===== src/hw/valu_defs.svh =====
`ifndef VALU_DEFS_SVH
`define VALU_DEFS_SVH

`define VALU_DATA_W 64
`define VALU_LANES  8    // byte slices per word
`define VALU_ADDR_W 32
`define VALU_VL_W   8
`define VALU_BE_W   8
`define VALU_FUNC_W 6

// add group, class 000
`define VALU_F_ADD  6'b000000
`define VALU_F_SUB  6'b000010

// min/max group 0001, sel[1] max, sel[0] signed
`define VALU_F_MINU 6'b000100
`define VALU_F_MIN  6'b000101
`define VALU_F_MAXU 6'b000110
`define VALU_F_MAX  6'b000111

// logic group 0010
`define VALU_F_AND  6'b001000
`define VALU_F_OR   6'b001001
`define VALU_F_XOR  6'b001010

`endif


===== src/hw/valu_op_pkg.sv =====
`include "valu_defs.svh"

package valu_op_pkg;

    typedef enum logic [1:0] {
        e8  = 2'd0,
        e16 = 2'd1,
        e32 = 2'd2,
        e64 = 2'd3
    } sew_e;

    // class view, add/sub decode
    typedef struct packed {
        logic [2:0]              cls;
        logic [`VALU_FUNC_W-4:0] sel;
    } cls_sel_t;

    // group view, min/max and logic decode
    typedef struct packed {
        logic [3:0]              grp;
        logic [`VALU_FUNC_W-5:0] sel;
    } grp_sel_t;

    typedef union packed {
        cls_sel_t cls_sel;
        grp_sel_t grp_sel;
    } func_u;

    typedef enum logic [2:0] {
        op_add,
        op_sub,
        op_min,
        op_max,
        op_logic
    } op_kind_e;

    typedef enum logic [1:0] {
        l_and,
        l_or,
        l_xor
    } logic_sel_e;

    // low lane index bits that stay inside one element
    function automatic logic [2:0] sew_mask(sew_e sew);
        case (sew)
            e8:      return 3'b000;
            e16:     return 3'b001;
            e32:     return 3'b011;
            default: return 3'b111;
        endcase
    endfunction

endpackage


===== src/hw/valu_pipe_pkg.sv =====
`include "valu_defs.svh"

package valu_pipe_pkg;

    // travels unchanged next to the data
    typedef struct packed {
        logic [`VALU_ADDR_W-1:0] addr;
        logic [`VALU_BE_W-1:0]   be;
        logic [`VALU_VL_W-1:0]   vl;
    } side_t;

    // decoded request, stage 1
    typedef struct packed {
        logic                      valid;
        valu_op_pkg::op_kind_e     kind;
        logic                      sgn;    // signed compare
        valu_op_pkg::logic_sel_e   lsel;
        valu_op_pkg::sew_e         sew;
        logic [`VALU_DATA_W-1:0]   data0;
        logic [`VALU_DATA_W-1:0]   data1;
        side_t                     side;
    } op_t;

    // per byte slice, stage 2
    typedef struct packed {
        logic [7:0] res;
        logic [7:0] d0;
        logic [7:0] d1;
        logic       lt;   // only meaningful on an element top byte
    } lane_t;

endpackage


===== src/hw/valu_decode.sv =====
`timescale 1ns/1ps
`include "valu_defs.svh"

module valu_decode (
    input  logic                           clk,
    input  logic                           rst,
    input  logic                           req_valid,
    input  valu_op_pkg::func_u             req_func_id,
    input  valu_op_pkg::sew_e              req_sew,
    input  logic [`VALU_DATA_W-1:0]        req_data0,
    input  logic [`VALU_DATA_W-1:0]        req_data1,
    input  logic [`VALU_ADDR_W-1:0]        req_addr,
    input  logic [`VALU_BE_W-1:0]          req_be,
    input  logic [`VALU_VL_W-1:0]          req_vl,
    output valu_pipe_pkg::op_t             op
);

    localparam valu_op_pkg::func_u F_ADD  = `VALU_F_ADD;
    localparam valu_op_pkg::func_u F_SUB  = `VALU_F_SUB;
    localparam valu_op_pkg::func_u F_MINU = `VALU_F_MINU;
    localparam valu_op_pkg::func_u F_AND  = `VALU_F_AND;
    localparam valu_op_pkg::func_u F_OR   = `VALU_F_OR;
    localparam valu_op_pkg::func_u F_XOR  = `VALU_F_XOR;

    valu_op_pkg::op_kind_e   kind;
    valu_op_pkg::logic_sel_e lsel;
    logic                    sgn;
    logic                    known;

    always_comb begin
        kind  = valu_op_pkg::op_add;
        lsel  = valu_op_pkg::l_and;
        sgn   = 1'b0;
        known = 1'b0;
        if (req_func_id.cls_sel.cls == F_ADD.cls_sel.cls &&
            req_func_id.cls_sel.sel == F_ADD.cls_sel.sel) begin
            known = 1'b1;
        end else if (req_func_id.cls_sel.cls == F_SUB.cls_sel.cls &&
                     req_func_id.cls_sel.sel == F_SUB.cls_sel.sel) begin
            kind  = valu_op_pkg::op_sub;
            known = 1'b1;
        end else if (req_func_id.grp_sel.grp == F_MINU.grp_sel.grp) begin
            // sel[1] picks max, sel[0] signed
            kind  = req_func_id.grp_sel.sel[1] ? valu_op_pkg::op_max : valu_op_pkg::op_min;
            sgn   = req_func_id.grp_sel.sel[0];
            known = 1'b1;
        end else if (req_func_id.grp_sel.grp == F_AND.grp_sel.grp) begin
            kind  = valu_op_pkg::op_logic;
            known = 1'b1;
            case (req_func_id.grp_sel.sel)
                F_AND.grp_sel.sel: lsel = valu_op_pkg::l_and;
                F_OR.grp_sel.sel:  lsel = valu_op_pkg::l_or;
                F_XOR.grp_sel.sel: lsel = valu_op_pkg::l_xor;
                default:           known = 1'b0;   // 0010_11 is free
            endcase
        end
    end

    always_ff @(posedge clk) begin
        if (rst) begin
            op.valid <= 1'b0;
        end else begin
            op.valid <= req_valid & known;   // unknown codes die here
        end
        op.kind  <= kind;
        op.sgn   <= sgn;
        op.lsel  <= lsel;
        op.sew   <= req_sew;
        op.data0 <= req_data0;
        op.data1 <= req_data1;
        op.side  <= '{addr: req_addr, be: req_be, vl: req_vl};
    end

endmodule


===== src/hw/valu_byte_slice.sv =====
`timescale 1ns/1ps
`include "valu_defs.svh"

module valu_byte_slice #(
    parameter int LANE = 0
) (
    input  logic                  clk,
    input  logic                  rst,
    input  valu_pipe_pkg::op_t    op,
    input  logic                  carry_in,
    output logic                  carry_out,
    output valu_pipe_pkg::lane_t  lane
);

    localparam logic [2:0] IDX = 3'(LANE);

    logic [2:0] msk;
    logic       elem_start;
    logic       elem_top;
    logic [7:0] a;
    logic [7:0] b;
    logic       inv;
    logic       cin;
    logic [7:0] sum;
    logic [7:0] lres;
    logic       lt;

    assign msk        = valu_op_pkg::sew_mask(op.sew);
    assign elem_start = (IDX & msk) == 3'b000;
    assign elem_top   = (IDX & msk) == msk;

    assign a = op.data0[8*LANE +: 8];
    assign b = op.data1[8*LANE +: 8];

    // sub and compare both run a + ~b + 1
    assign inv = op.kind != valu_op_pkg::op_add;
    assign cin = elem_start ? inv : carry_in;

    assign {carry_out, sum} = {1'b0, a} + {1'b0, inv ? ~b : b} + {8'd0, cin};

    always_comb begin
        case (op.lsel)
            valu_op_pkg::l_or:  lres = a | b;
            valu_op_pkg::l_xor: lres = a ^ b;
            default:            lres = a & b;
        endcase
    end

    always_comb begin
        lt = 1'b0;
        if (elem_top) begin
            if (op.sgn) begin
                lt = (a[7] ^ b[7]) ? a[7] : sum[7];   // signs differ, no overflow check
            end else begin
                lt = ~carry_out;   // borrow out
            end
        end
    end

    always_ff @(posedge clk) begin
        if (rst) begin
            lane <= '0;
        end else if (op.valid) begin
            lane.res <= (op.kind == valu_op_pkg::op_logic) ? lres : sum;
            lane.d0  <= a;
            lane.d1  <= b;
            lane.lt  <= lt;
        end
    end

endmodule


===== src/hw/valu_collect.sv =====
`timescale 1ns/1ps
`include "valu_defs.svh"

module valu_collect (
    input  logic                     clk,
    input  logic                     rst,
    input  valu_pipe_pkg::lane_t     lanes [`VALU_LANES],
    input  valu_pipe_pkg::op_t       op,
    output logic                     resp_valid,
    output logic [`VALU_DATA_W-1:0]  resp_data,
    output logic [`VALU_ADDR_W-1:0]  resp_addr,
    output logic [`VALU_BE_W-1:0]    resp_be,
    output logic [`VALU_VL_W-1:0]    resp_vl
);

    // op fields lined up with the lane registers
    logic                    valid_q;
    valu_op_pkg::op_kind_e   kind_q;
    valu_op_pkg::sew_e       sew_q;
    valu_pipe_pkg::side_t    side_q;

    logic [2:0]              msk;
    logic                    minmax;
    logic [`VALU_LANES-1:0]  pick0;
    logic [`VALU_DATA_W-1:0] data_next;

    always_ff @(posedge clk) begin
        if (rst) begin
            valid_q <= 1'b0;
        end else begin
            valid_q <= op.valid;
        end
        kind_q <= op.kind;
        sew_q  <= op.sew;
        side_q <= op.side;
    end

    assign msk    = valu_op_pkg::sew_mask(sew_q);
    assign minmax = kind_q == valu_op_pkg::op_min || kind_q == valu_op_pkg::op_max;

    always_comb begin
        for (int i = 0; i < `VALU_LANES; i++) begin
            // flag lives on the element's top byte
            pick0[i] = (kind_q == valu_op_pkg::op_min) ?
                       lanes[3'(i) | msk].lt : ~lanes[3'(i) | msk].lt;
            if (minmax) begin
                data_next[8*i +: 8] = pick0[i] ? lanes[i].d0 : lanes[i].d1;
            end else begin
                data_next[8*i +: 8] = lanes[i].res;
            end
        end
    end

    always_ff @(posedge clk) begin
        if (rst) begin
            resp_valid <= 1'b0;
        end else begin
            resp_valid <= valid_q;
        end
        resp_data <= data_next;
        resp_addr <= side_q.addr;
        resp_be   <= side_q.be;
        resp_vl   <= side_q.vl;
    end

endmodule


===== src/hw/valu_top.sv =====
`timescale 1ns/1ps
`include "valu_defs.svh"

module valu_top (
    input  logic                     clk,
    input  logic                     rst,
    input  logic                     req_valid,
    input  valu_op_pkg::func_u       req_func_id,
    input  valu_op_pkg::sew_e        req_sew,
    input  logic [`VALU_DATA_W-1:0]  req_data0,
    input  logic [`VALU_DATA_W-1:0]  req_data1,
    input  logic [`VALU_ADDR_W-1:0]  req_addr,
    input  logic [`VALU_BE_W-1:0]    req_be,
    input  logic [`VALU_VL_W-1:0]    req_vl,
    output logic                     resp_valid,
    output logic [`VALU_DATA_W-1:0]  resp_data,
    output logic [`VALU_ADDR_W-1:0]  resp_addr,
    output logic [`VALU_BE_W-1:0]    resp_be,
    output logic [`VALU_VL_W-1:0]    resp_vl
);

    valu_pipe_pkg::op_t    op;
    valu_pipe_pkg::lane_t  lanes [`VALU_LANES];
    logic [`VALU_LANES-1:0] carry;      // carry out of each slice
    logic [`VALU_LANES-1:0] carry_in;

    assign carry_in = {carry[`VALU_LANES-2:0], 1'b0};   // lane 0 always starts an element

    valu_decode i_decode (
        .clk         (clk),
        .rst         (rst),
        .req_valid   (req_valid),
        .req_func_id (req_func_id),
        .req_sew     (req_sew),
        .req_data0   (req_data0),
        .req_data1   (req_data1),
        .req_addr    (req_addr),
        .req_be      (req_be),
        .req_vl      (req_vl),
        .op          (op)
    );

    for (genvar i = 0; i < `VALU_LANES; i++) begin : g_slice
        valu_byte_slice #(
            .LANE (i)
        ) i_slice (
            .clk       (clk),
            .rst       (rst),
            .op        (op),
            .carry_in  (carry_in[i]),
            .carry_out (carry[i]),
            .lane      (lanes[i])
        );
    end

    valu_collect i_collect (
        .clk        (clk),
        .rst        (rst),
        .lanes      (lanes),
        .op         (op),
        .resp_valid (resp_valid),
        .resp_data  (resp_data),
        .resp_addr  (resp_addr),
        .resp_be    (resp_be),
        .resp_vl    (resp_vl)
    );

endmodule


===== config.mk =====
export PLATFORM = sky130hd
export DESIGN_NAME = valu_top
export DESIGN_NICKNAME = d
export VERILOG_FILES = /design/src/hw/valu_op_pkg.sv /design/src/hw/valu_pipe_pkg.sv /design/src/hw/valu_decode.sv /design/src/hw/valu_byte_slice.sv /design/src/hw/valu_collect.sv /design/src/hw/valu_top.sv
export VERILOG_INCLUDE_DIRS = /design/src /design/src/hw
export SDC_FILE = /design/constraint.sdc
export NUM_CORES = 1
export LEC_CHECK = 0
export ABC_AREA = 1
export BUFFER_PORTS_ARGS = -buffer_cell sky130_fd_sc_hd__buf_2
export CAP_MARGIN = 30
export CORE_MARGIN = 3
export CORE_UTILIZATION = 50
export DETAILED_ROUTE_END_ITERATION = 8
export GPL_ROUTABILITY_DRIVEN = 0
export GPL_TIMING_DRIVEN = 0
export PLACE_DENSITY = 0.8
export SLEW_MARGIN = 5
export SYNTH_ARGS = -nofsm -noshare
export SYNTH_HDL_FRONTEND = slang
export SYNTH_HIERARCHICAL = 1
export SYNTH_SLANG_ARGS = --single-unit
export TNS_END_PERCENT = 1

===== constraint.sdc =====
create_clock -name clk -period 13.13 [get_ports clk]
set_clock_uncertainty 0.05 [all_clocks]
set_input_delay 2.626 -clock clk [delete_from_list [all_inputs] [get_ports clk]]
set_output_delay 2.626 -clock clk [all_outputs]
set_load 0.05 [all_outputs]

* Yosys cells after proc, flatten, opt, wreduce, memory -nomap -nowiden *
Cells that the tools add are included.
W data, S select, Z words.

storage, ports and cells
  register bits = 552
  input bits = 187
  output and inout bits = 113

cells by class
  add/subtract/negate cells = 16
  order comparisons = 7
  eq/ne operators = 14
  muxes and demuxes = 111
  bitwise logic cells = 66
  reduce and logical (&&, ||, !) cells = 23

operator list
  cell                  number
  $bmux W25 S3          7
  $mux W8               32
  $pmux W8 S2           8
  $add A8 B8 Y9         8
  $add A9 B1 Y9         8
  $and A8 B8 Y8         8
  $not A8 Y8            8
  $or A8 B8 Y8          8
  $xor A8 B8 Y8         8
  $mux W1               59
  $ge A4 B4 Y1 const B  7
  $not A3 Y4            7
  $logic_not A3 Y1      9
  $not A1 Y1            18
  $pmux W3 S3           2
  $logic_not A2 Y1      6
  $eq A3 B2 Y1 const B  3
  $eq A2 B1 Y1 const B  4
  $eq A2 B2 Y1 const B  4
  $xor A1 B1 Y1         8
  $mux W3               2
  $reduce_or A3 Y1      2
  $eq A4 B1 Y1 const B  1
  $eq A4 B2 Y1 const B  1
  other kinds (8)       9

* Logic depth before layout (Yosys ltp) *
Gate-level depths: netlist (run 1).

  depth after elaboration = 20
  gate-level depth with buffers = 74
  gate-level depth less buffers = 74

* Cells and area by module *
Netlist (run 1), hierarchy kept.

by module, submodules not included
  module                                     times used  cells each  area an instance (um^2)  seq. area each (um^2)
  valu_collect                               1           571         5306.3                   3343.2
  valu_decode                                1           206         3821.2                   3703.6
  valu_byte_slice at g_slice[3].i_slice ...  2           256         1823.0                   500.5
  valu_byte_slice at g_slice[7].i_slice      1           258         1879.3                   500.5
  valu_byte_slice at g_slice[1].i_slice      1           257         1830.5                   500.5
  valu_byte_slice at g_slice[5].i_slice      1           246         1815.5                   500.5
  valu_byte_slice at g_slice[2].i_slice      1           252         1811.7                   500.5
  valu_byte_slice at g_slice[6].i_slice      1           242         1806.7                   500.5
  valu_byte_slice at g_slice[0].i_slice      1           245         1774.2                   500.5
  valu_top                                   1           1           3.8                      0.0

* Worst setup path after synthesis (run 1) *
No wires, ideal clock.

  path kind = register -> register
  from = reg, netlist name i_decode/op[183]
  to = reg g_slice[7].i_slice/lane[0] (netlist name)
  setup time = 0.122 ns
  arrival = 10.802 ns
  slack = 2.156 ns
  cell stages (with the launch flop) = 75
  path buffers = 0
  period minus slack after synthesis = 10.974 ns
  path through = dfxtp_1 -> inv_1 -> nand2_1 -> xor2_1 -> fa_1 -> nand3b_1 -> nand2_1 -> nand2_1 -> o211ai_1 -> nor2_1 -> a31oi_1 -> fa_1 -> inv_1 -> fa_1 -> inv_1 -> nand3_1 -> nand2_1 -> nand3_1 -> [39 not listed] -> fa_1 -> nand3b_1 -> nand2_2 -> nand4_1 -> nand2_1 -> nor2_1 -> a31oi_1 -> fa_1 -> inv_1 -> fa_1 -> inv_1 -> nand3_1 -> nand2_1 -> nand3_1 -> nand3_1 -> nand2_1 -> inv_1 -> a21oi_2

between the ends
  cells in the longest elaborated chain, start to end = 20

ends and longest elaborated chain
  item                                          RTL line                                      source
  $reduce_bool A3 Y1 (*)                        valu_byte_slice.sv:36                         assign inv = op.kind != valu_op_pkg::op_add;
  $mux W8                                       valu_byte_slice.sv:39                         assign {carry_out, sum} = {1'b0, a} + {1'b0, inv ? ~b : b} + {8'd0, cin};
  $add A8 B8 Y9                                 valu_byte_slice.sv:39
  $add A9 B1 Y9 (*)                             valu_byte_slice.sv:39
  net carry[0]                                  valu_top.sv:24                                logic [`VALU_LANES-1:0] carry;
  $mux W1 (*)                                   valu_byte_slice.sv:37                         assign cin = elem_start ? inv : carry_in;
  $add A9 B1 Y9 (*)                             valu_byte_slice.sv:39
  net carry[1]                                  valu_top.sv:24
  [2 not listed]                                n/a
  net carry[2]                                  valu_top.sv:24
  [2 not listed]                                n/a
  net carry[3]                                  valu_top.sv:24
  [2 not listed]                                n/a
  net carry[4]                                  valu_top.sv:24
  [2 not listed]                                n/a
  net carry[5]                                  valu_top.sv:24
  $mux W1 (*)                                   valu_byte_slice.sv:37
  $add A9 B1 Y9 (*)                             valu_byte_slice.sv:39
  net carry[6]                                  valu_top.sv:24
  $mux W1 (*)                                   valu_byte_slice.sv:37
  $add A9 B1 Y9 (*)                             valu_byte_slice.sv:39
  $mux W1 / $not A1 Y1 (equally long branches)  valu_byte_slice.sv:53, valu_byte_slice.sv:55
  $mux W1 (*)                                   valu_byte_slice.sv:52                         if (op.sgn) begin
  end: declaration                              valu_byte_slice.sv:12                         output valu_pipe_pkg::lane_t lane

Mark *: on every way through the listed nets, which the timed path passes. The rest lies on a longest branch.
A chain may end at the register's enable or synchronous reset.

* Worst setup path after layout (run 1) *
  from = reg, netlist name i_decode/op[181]
  to = reg g_slice[7].i_slice/lane[0] (netlist name)

between the ends
  cells in the longest elaborated chain, start to end = 20

ends and longest elaborated chain
  item                                          RTL line
  $reduce_bool A3 Y1 (*)                        valu_byte_slice.sv:36
  $mux W8                                       valu_byte_slice.sv:39
  $add A8 B8 Y9                                 valu_byte_slice.sv:39
  $add A9 B1 Y9 (*)                             valu_byte_slice.sv:39
  net carry[0]                                  valu_top.sv:24
  $mux W1 (*)                                   valu_byte_slice.sv:37
  $add A9 B1 Y9 (*)                             valu_byte_slice.sv:39
  net carry[1]                                  valu_top.sv:24
  [2 not listed]                                n/a
  net carry[2]                                  valu_top.sv:24
  [2 not listed]                                n/a
  net carry[3]                                  valu_top.sv:24
  [2 not listed]                                n/a
  net carry[4]                                  valu_top.sv:24
  [2 not listed]                                n/a
  net carry[5]                                  valu_top.sv:24
  $mux W1 (*)                                   valu_byte_slice.sv:37
  $add A9 B1 Y9 (*)                             valu_byte_slice.sv:39
  net carry[6]                                  valu_top.sv:24
  $mux W1 (*)                                   valu_byte_slice.sv:37
  $add A9 B1 Y9 (*)                             valu_byte_slice.sv:39
  $mux W1 / $not A1 Y1 (equally long branches)  valu_byte_slice.sv:53, valu_byte_slice.sv:55
  $mux W1 (*)                                   valu_byte_slice.sv:52

Marks and branches as above.

==> results of run 1 <==
-- path summary, 6_finish.rpt --
check	to	slack, ps	cells after the start
worst min register to register	i_collect/side_q[6]	270	0
worst max-delay path	g_slice[7].i_slice/lane[0]	900	74
worst min-delay path	i_collect/side_q[6]	270	0
worst max register to register	g_slice[7].i_slice/lane[0]	900	74
-- cell type report --
class                   instances  share of cell area [%]
flip-flops and latches        552                    39.5
multi-input cells            1798                    39.3
repair buffers                314                    5.88
clock buffers                  74                    5.47
inverters                     350                    4.77
well taps                     607                    2.72
plain buffers                  88                    1.41
clock inverters                24                   0.926
diodes                          2                  0.0179
-- per-stage QoR --
| step | util, % | power (mW) |
|---|---|---|
| 2_1_floorplan | - | 2.20 |
| 3_3_place_gp | 55.6 | 2.35 |
| 3_5_place_dp | 55.7 | 2.36 |
| 4_1_cts | 59.6 | 3.91 |
| 5_1_grt | 59.9 | 4.06 |
| 6_report | 60.0 | 3.89 |
-- repair_timing --
item                                    in CTS  in global routing
gates cloned                                 0                  0
pin swaps                                    0                 13
endpoints found under the setup margin       9                  9
setup buffers                                0                 12
hold buffers                                 0                  0
gates resized for setup                      7                 24
-- power groups by stage --
stage / Sequential, mW / Combinational, mW / Clock [mW]
2_1_floorplan: 1.87 / 0.334 / 0
3_3_place_gp: 1.83 / 0.522 / 0
3_5_place_dp: 1.83 / 0.536 / 0
4_1_cts: 1.79 / 0.541 / 1.58
5_1_grt: 1.80 / 0.621 / 1.64
6_report: 1.79 / 0.556 / 1.54
-- registers in the layout, summed over array words and instances, names as in the netlist --
register and count:
i_collect/resp_valid 1, i_collect/side_q 48, i_collect/resp_be 8, g_slice.i_slice/lane 200
i_collect/valid_q 1, i_collect/resp_vl 8, i_decode/op 185, i_collect/resp_data 64
i_collect/resp_addr 32, i_collect/sew_q 2, i_collect/kind_q 3
-- cells in the final DEF (no fill, tap or decap), types with 32 or more instances in the layout --
cell and n:
a21oi_1 331, a31oi_1 39, buf_2 322, clkbuf_1 68
clkbuf_16 56, dfxtp_1 549, ha_1 200, inv_1 329
nand2_1 388, nand2_2 35, nand3_1 121, nand3b_1 32
nor2_1 158, o21ai_0 257, xor2_1 65
-- routing by layer --
metal | part of all wire, % | up-vias | GRT usage (%)
met3 | 6.8 | 162 | 3.58
li1 | - | 9886 | -
met1 | 42 | 9245 | 31.7
met4 | 4.3 | 0 | 10.8
met5 | 0 | - | 0
met2 | 47 | 776 | 41.2
-- worst max-delay path, delay by kind of cell (launching register included) --
kind	cells	cell delay [ps]
simple gates	39	4390
buf+inv	10	630
fa+ha+maj	15	4720
mux	2	330
flops	1	390
compound gates	7	1420
xor+xnor	1	190
==> summary.md, run 1 <==
| Metric | Value |
|---|---|
| Status | finished, final reports clean |
| Placed wire-length estimate | 46,900 um |
| Worst skew pair latency | 600 ps |
| Final Hold Fails | 0 |
| Final Instance Area | 0.0280 mm2 |
| Final setup violation count | 0 |
| Hold Crit Start | i_decode/op[6] |
| Cell seen most often among critical-path stages | nand2_2 |
| Worst hold margin | 275 ps |
| Max-slew headroom | 41.1% |
| Period utilization | 93.1% |
| Switching Share | 27.0% |
| Clk sinks | 552 |
| Dpl ws | -646 ps |
| Initial core utilization | 50.8% |
| Area Overhead vs Synth | 18.1% |
| Vias | 20,069 |
| Max_cap viols | 0 |
| HP Class | reg2reg |
| Footprint of the multi-input gates | 0.0110 mm2 |
| # DRC | 0 |
| Placed inst area | 0.0260 mm2 |
| Worst-path clk slew | 60 ps |
| Worst setup EP type | flip-flop |
| Peak VDD IR | 0.000138 V |
| Reg power frac | 46.0% |
| Inst Count DP | 3,697 |
| Clk pwr share | 39.7% |
| Die Wd | 224 um |
| Routed wire per std cell | 16.7 um |
| Int Pwr | 2.84 mW |
| Vias in the first global route | 19,158 |
| Crit Path Class | reg2reg |
| Net switching power | 1.05 mW |
| Slowest Stage Delay on Critical Path | 430 ps |
| Total iterations of the first detailed-routing run | 6 |
| Layout net count | 3,561 |
| Overall Global Routing Usage | 24.6% |
| Crit start category | flip-flop |
| Via density | 5.27 |
| CTS tree | done |
| First-iteration detailed-routing DRC count | 1,791 |
| I/O Pins | 300 |
| Detail Route Antenna Nets | 0 |
| Logic gate share of total power | 14.3% |
| Number of I/O port buffers | 299 |
| Setup WS post-layout | 900 ps |
| RSZ-0062 raised after global routing | no |
| Die Ht | 224 um |
| Slew Viols, Final | 0 |
| Num rows | 79 |
| Maximum clock rate | 81.8 MHz |
| Setup TNS | 0 ps |
| Worst path slowest cell | fa_1 |
| CTS Buffer Depth | 3 |
| FF+latch area | 0.0111 mm2 |
| Data required time of the critical path | 13,560 ps |
| Data arrival time of the critical path | 12,660 ps |
| Overall die area | 0.0500 mm2 |
| CTS root buffer | clkbuf_16 |
| P_leak | 13.4 nW |
| Post-synthesis cell area | 0.0237 mm2 |
| Core area | 0.0467 mm2 |
| Worst reg2reg path startpoint | i_decode/op[181] |
| H-Tree Depth | 2 |
| Crit path max fanout | 7 |
| Gr ovfl total | 0 |
| Share of layout cells above drive strength 1 | 17.5% |
| Final Critical Period | 12,230 ps |
| Final Instance Count excl. Fillers | 3,809 |
| Power per cell area | 139 mW/mm2 |
| Mapped Cells | 2,788 |
| Mean post-synth cell area | 8.50 um2 |
| Syn nets | 3,190 |
| First-pass GRT wire length | 99,300 um |
| Crit path launch | i_decode/op[181] |
| Fill count | 4,059 |
| Slew @ Worst Pin | 883 ps |
| Pin count of the biggest net entering global routing | 20 |
| Initial antenna violation count | 2 |
| Synth Warn # | 6 |
| Total Wirelength | 63,600 um |
| Clock buffer count from CTS | 55 |
Note: power is estimated with default switching activity, not from simulation.
==> run 2: changes to the inputs <==
Settings changed: ABC_AREA 1 to unset.
==> run 2 against run 1 <==
  * The flow now finishes with violations (setup timing)
  * Flip-flop and latch count is the same
  * Die area up 2.6%
  * Non-clock buffer count grew 78
  * Combinational power is 14% higher
  * Synthesized cell count is 9.6% lower
  * Global-route usage up 1.1 points
  * Critical path type unchanged
  * Maximum frequency fell by 7.6%
  * Clock power up 10%
  * Critical path depth fell by 2
==> summary.md, run 2 <==
| Metric | Value |
|---|---|
| Status | finished, violations left |
| Violated checks | setup timing |
| Num rows | 80 |
| Crit path max fanout | 5 |
| RSZ-0062 raised after global routing | yes |
| Switching Share | 27.5% |
| Largest register FFs | 200 |
| Pin count of the biggest net entering global routing | 19 |
| First-iteration detailed-routing DRC count | 1,739 |
| Int Pwr | 2.99 mW |
| Max-slew headroom | 28.4% |
| Data required time of the critical path | 13,590 ps |
| Final Critical Period | 13,230 ps |
| Total iterations of the first detailed-routing run | 5 |
| Overall die area | 0.0513 mm2 |
| Net switching power | 1.14 mW |
| Placed wire-length estimate | 46,700 um |
| Final total power | 4.13 mW |
| # DRC | 0 |
| Setup WS post-layout | -102 ps |
| Logic gate share of total power | 15.3% |
| Clk sinks | 552 |
| Gr ovfl total | 0 |
| Slew @ Worst Pin | 1070 ps |
| Syn nets | 2,922 |
| Final setup violation count | 1 |
| Crit start category | flip-flop |
| First-pass GRT wire length | 105,000 um |
| Overall Global Routing Usage | 25.7% |
| Via density | 5.64 |
| Worst-path clk slew | 70 ps |
| Largest Register | g_slice.i_slice/lane |
| Maximum clock rate | 75.6 MHz |
| Slew Viols, Final | 0 |
| Die Ht | 227 um |
| Worst setup EP type | flip-flop |
| Area Overhead vs Synth | 21.0% |
| Worst path slowest cell | or4_4 |
| Max_cap viols | 0 |
| Final Hold Fails | 0 |
| Die Wd | 227 um |
| Power per cell area | 140 mW/mm2 |
| Post-CTS Hold Buffers | 0 |
| Number of I/O port buffers | 299 |
| Worst hold margin | 273 ps |
| CTS root buffer | clkbuf_16 |
| Worst skew pair latency | 640 ps |
| Core area | 0.0478 mm2 |
| P_leak | 12.7 nW |
| Slowest Stage Delay on Critical Path | 560 ps |
| Routed wire per std cell | 19.3 um |
| Synth Warn # | 6 |
| Share of layout cells above drive strength 1 | 21.3% |
| Data arrival time of the critical path | 13,690 ps |
| Mapped Cells | 2,520 |
| CTS Buffer Depth | 3 |
| Initial antenna violation count | 2 |
| Crit Path Class | reg2reg |
| Mean post-synth cell area | 9.65 um2 |
| HP Class | reg2reg |
| H-Tree Depth | 2 |
| CTS tree | done |
| Clock buffer count from CTS | 56 |
| Peak VDD IR | 0.000176 V |
| Most frequent cells in the layout | 548 x dfxtp_1, 337 x buf_2, 272 x nor2_1 |
| Post-synthesis cell area | 0.0243 mm2 |
| Reg power frac | 43.5% |
| Layout net count | 3,343 |
| Period utilization | 101% |
| I/O Pins | 300 |
| Vias in the first global route | 20,211 |
| Setup TNS | -102 ps |
| Detail Route Antenna Nets | 0 |
| Clk pwr share | 41.1% |
| Cell seen most often among critical-path stages | fa_2 |
| Commonest non-fill, non-tap cell in the layout | dfxtp_1 |
| Top flop regs | g_slice.i_slice/lane x200, i_decode/op x185, i_collect/resp_data x64 |
| Total Wirelength | 69,500 um |
| Vias | 20,348 |
| Initial core utilization | 50.8% |
## run 2: cell count changes in the layout (fill, tap and decap cells not counted), moves of 29 or more
cell and delta:
a21oi_1 -252, a22oi_1 +31, buf_4 +48, inv_1 -110, mux2i_1 +168, nand2_1 -249
nand2_2 -34, nand2b_1 +29, nand3_1 -77, nor2_1 +114, nor3_1 +40, o21ai_0 -140
xnor2_1 +59, xor2_1 -49
## run 2: worst max-delay path: cells and delay by family, from the launching register on
family,cells,cell delay [ps]
AOI/OAI and AO/OA,26,4390
buffers and inverters,11,910
adders and majority gates,15,4540
DFF,1,360
xor gates and xnor gates,1,170
and+or+nand+nor,17,2460
muxes,2,170
## run 2: path summary, 6_finish.rpt
kind | startpoint | cells past startpoint | slack (ps) | end
hold reg to reg | i_collect/side_q[42] | 0 | 270 | i_collect/resp_addr[26]
setup reg to reg | i_decode/op[183] | 72 | -100 | g_slice[7].i_slice/lane[23]
setup / recovery | i_decode/op[183] | 72 | -100 | g_slice[7].i_slice/lane[23]
hold / removal | i_collect/side_q[42] | 0 | 270 | i_collect/resp_addr[26]
## run 2: per-layer routing
layer | part of all wire (%) | GRT usage (%) | vias up | wire length (um)
met3 | 8.0 | 4.73 | 245 | 5580
met4 | 4.3 | 10.6 | 0 | 2960
met1 | 40 | 31.8 | 9687 | 27900
met5 | 0 | 0 | - | 0
li1 | - | - | 9463 | -
met2 | 48 | 44.2 | 953 | 33100
## run 2: power by group through the flow
stage	sequential [mW]	combinational [mW]	clock [mW]
floorplan	1.87	0.348	0
global placement	1.83	0.518	0
detailed placement	1.83	0.543	0
CTS	1.80	0.586	1.73
global route	1.80	0.688	1.80
finish	1.80	0.633	1.70
## run 2: timing repair
item                       4_1_cts  5_1_grt
pin swaps                       20       42
cloned                           0        0
setup endpoints to repair       16        9
gates resized for setup         45       32
buffers inserted                35       24
## run 2: area by class of cell
| type | instances | area [um2] |
|---|---|---|
| plain buffers | 117 | 609 |
| clock buffers | 70 | 1530 |
| inverters | 229 | 862 |
| flip-flops and latches | 552 | 11100 |
| diodes | 2 | 5.00 |
| multi-input cells | 1622 | 12100 |
| clock inverters | 36 | 482 |
| repair buffers | 363 | 2020 |
| well taps | 615 | 769 |
| fillers | 3664 | 18400 |
## run 2: metrics by stage
stage          cell area [um2]  std cells  util (%)  setup WS, ps
4_1_cts                  29100       3578      60.8          8.81
2_1_floorplan            24300       2520         -           670
3_3_place_gp             26600       3434      55.6         -1750
5_1_grt                  29400       3604      61.5          -594
6_report                 29400       3606      61.5          -102
3_5_place_dp             26600       3437      55.7         -2080
==> run 3: changes to the inputs <==
Settings changed: CORE_UTILIZATION 50 to 55, PLACE_DENSITY 0.8 to 0.86.
==> run 3 against run 2 <==
  * The run still ends with setup timing left
  * Critical path depth is 2 higher
  * Critical path type unchanged
  * Register-to-register slack worse by 200 ps
  * Maximum frequency decreased by 1.5%
  * Flip-flop and latch count unchanged
  * Wire length is 7.4% higher
  * Cell area fell by 0.49%
  * Power down 0.29%
  * Sequential share of layout area grew 0.18 points
  * Clock power about the same
  * Sequential power hardly changed
==> summary.md, run 3 (same netlist as run 2, synthesis figures left out) <==
| Metric | Value |
|---|---|
| Final Hold Fails | 0 |
| Final Instance Area | 0.0293 mm2 |
| Peak VDD IR | 0.000182 V |
| Overall die area | 0.0468 mm2 |
| I/O Pins | 300 |
| Largest register FFs | 200 |
| Total Wirelength | 74,600 um |
| Gr ovfl total | 0 |
| Commonest non-fill, non-tap cell in the layout | dfxtp_1 |
| Die Wd | 216 um |
| Pin count of the biggest net entering global routing | 19 |
| Detail Route Antenna Nets | 0 |
| Die Ht | 216 um |
| Core area | 0.0434 mm2 |
| Period utilization | 102% |
| RSZ-0062 raised after global routing | yes |
| Violated checks | setup timing |
| Placed wire-length estimate | 48,400 um |
| Crit path max fanout | 6 |
| Top flop regs | g_slice.i_slice/lane x200, i_decode/op x185, i_collect/resp_data x64 |
| Hold Crit Start | i_decode/op[41] |
| Overall Global Routing Usage | 29.7% |
| WHS Endpoint | i_collect/side_q[41] |
| Worst path slowest cell | fa_2 |
| Via density | 5.90 |
| Vias in the first global route | 21,371 |
| Slew @ Worst Pin | 1050 ps |
| Total iterations of the first detailed-routing run | 9 |
| Net switching power | 1.15 mW |
| R2R cell count | 74 |
| Routed wire per std cell | 21.0 um |
| Cell seen most often among critical-path stages | fa_2 |
| Worst R2R Setup Slack | -300 ps |
| Final design utilization | 67.5% |
| Clk pwr share | 40.5% |
| Hold path cells | 0 |
| Ant diodes | 0 |
| Data required time of the critical path | 13,640 ps |
| Number of I/O port buffers | 299 |
| Final Critical Period | 13,430 ps |
| CTS root buffer | clkbuf_16 |
| Vias | 20,990 |
| Data arrival time of the critical path | 13,940 ps |
| Largest Register | g_slice.i_slice/lane |
| # DRC | 0 |
| Post-CTS Hold Buffers | 0 |
| Layout net count | 3,332 |
| First-iteration detailed-routing DRC count | 2,254 |
| Initial core utilization | 56.1% |
| First-pass GRT wire length | 112,000 um |
| Worst-path clk slew | 70 ps |
| Switching Share | 27.9% |
| Capture point of the worst reg-to-reg path | g_slice[7].i_slice/lane[23] |
| Area Overhead vs Synth | 20.4% |
| Num rows | 76 |
| P_leak | 12.7 nW |
| Int Pwr | 2.97 mW |
| Status | finished, violations left |
| Logic gate share of total power | 15.7% |
| Reg power frac | 43.7% |
| Worst reg2reg path startpoint | i_decode/op[183] |
| Final setup violation count | 3 |
| H-Tree Depth | 2 |
| Power per cell area | 141 mW/mm2 |
| Placed inst area | 0.0266 mm2 |
| Max_cap viols | 0 |
| Share of layout cells above drive strength 1 | 20.9% |
| CTS Buffer Depth | 3 |
| Initial antenna violation count | 2 |
| Worst skew pair latency | 640 ps |
| CTS tree | done |
| Slowest Stage Delay on Critical Path | 430 ps |
| Max-slew headroom | 30.2% |
| Crit start category | flip-flop |
| Maximum clock rate | 74.5 MHz |
| Worst setup EP type | flip-flop |
| Worst hold margin | 272 ps |
| Most frequent cells in the layout | 549 x dfxtp_1, 337 x buf_2, 272 x nor2_1 |
| Clock buffer count from CTS | 54 |
| Setup WS post-layout | -301 ps |
| Slew Viols, Final | 0 |
| Clk sinks | 552 |
| Setup TNS | -662 ps |
| HP Class | reg2reg |
| Crit Path Class | reg2reg |
-- run 3: worst max path at each step --
| stage | start | endpoint | slack, ps |
|---|---|---|---|
| after floorplan | i_decode/op[183] | g_slice[7].i_slice/lane[23] | 670 |
| after global placement | i_decode/op[183] | g_slice[7].i_slice/lane[21] | -1570 |
| after detailed placement | i_decode/op[182] | g_slice[7].i_slice/lane[0] | -2210 |
| after CTS | i_decode/op[182] | g_slice[7].i_slice/lane[23] | 3 |
| after global routing | i_decode/op[183] | g_slice[7].i_slice/lane[23] | -740 |
| final | i_decode/op[183] | g_slice[7].i_slice/lane[23] | -300 |
-- run 3: worst max-delay path: cells and delay by family, from the launching register on --
| kind | cells | cell delay, ps |
|---|---|---|
| adder cells (fa/ha/maj) | 15 | 4440 |
| flip-flops | 1 | 360 |
| buffers and inverters | 13 | 1240 |
| XOR/XNOR | 1 | 140 |
| AO/OA/AOI/OAI | 27 | 4810 |
| AND/OR/NAND/NOR | 16 | 2100 |
| multiplexers | 2 | 170 |
-- run 3: repair_timing --
item | in CTS | in global routing
pin swaps | 35 | 49
buffers inserted | 27 | 22
setup endpoints to repair | 16 | 9
gates resized for setup | 56 | 26
-- run 3: power groups by stage --
| stage | Combinational, mW | Sequential (mW) | Clock (mW) |
|---|---|---|---|
| after CTS | 0.591 | 1.80 | 1.68 |
| final | 0.648 | 1.80 | 1.67 |
| after global routing | 0.698 | 1.80 | 1.76 |
| after floorplan | 0.348 | 1.87 | 0 |
| after detailed placement | 0.547 | 1.83 | 0 |
| after global placement | 0.515 | 1.83 | 0 |
-- run 3: metal layers --
metal / up-vias / GRT usage (%) / part of all wire [%]
met1: 9869 / 35.3 / 37
met5: - / 0 / 0.021
li1: 9448 / - / -
met4: 2 / 16.0 / 5.9
met3: 369 / 5.76 / 9.4
met2: 1302 / 50.7 / 48
-- run 3: cell type report --
| class | instances | area, um2 |
|---|---|---|
| Fill cell | 3055 | 14100 |
| Multi-Input combinational cell | 1622 | 12100 |
| Sequential cell | 552 | 11100 |
| Timing Repair Buffer | 354 | 1980 |
| Clock buffer | 75 | 1550 |
| Inverter | 229 | 862 |
| Tap cell | 585 | 732 |
| Buffer | 117 | 609 |
| Clock inverter | 26 | 384 |
-- run 3: stage by stage --
stage / cells / worst slack, ps / total power, mW
2_1_floorplan: 2520 / 670 / 2.22
3_3_place_gp: 3404 / -1570 / 2.35
3_5_place_dp: 3407 / -2210 / 2.38
4_1_cts: 3535 / 3.20 / 4.07
5_1_grt: 3560 / -743 / 4.26
6_report: 3560 / -301 / 4.12
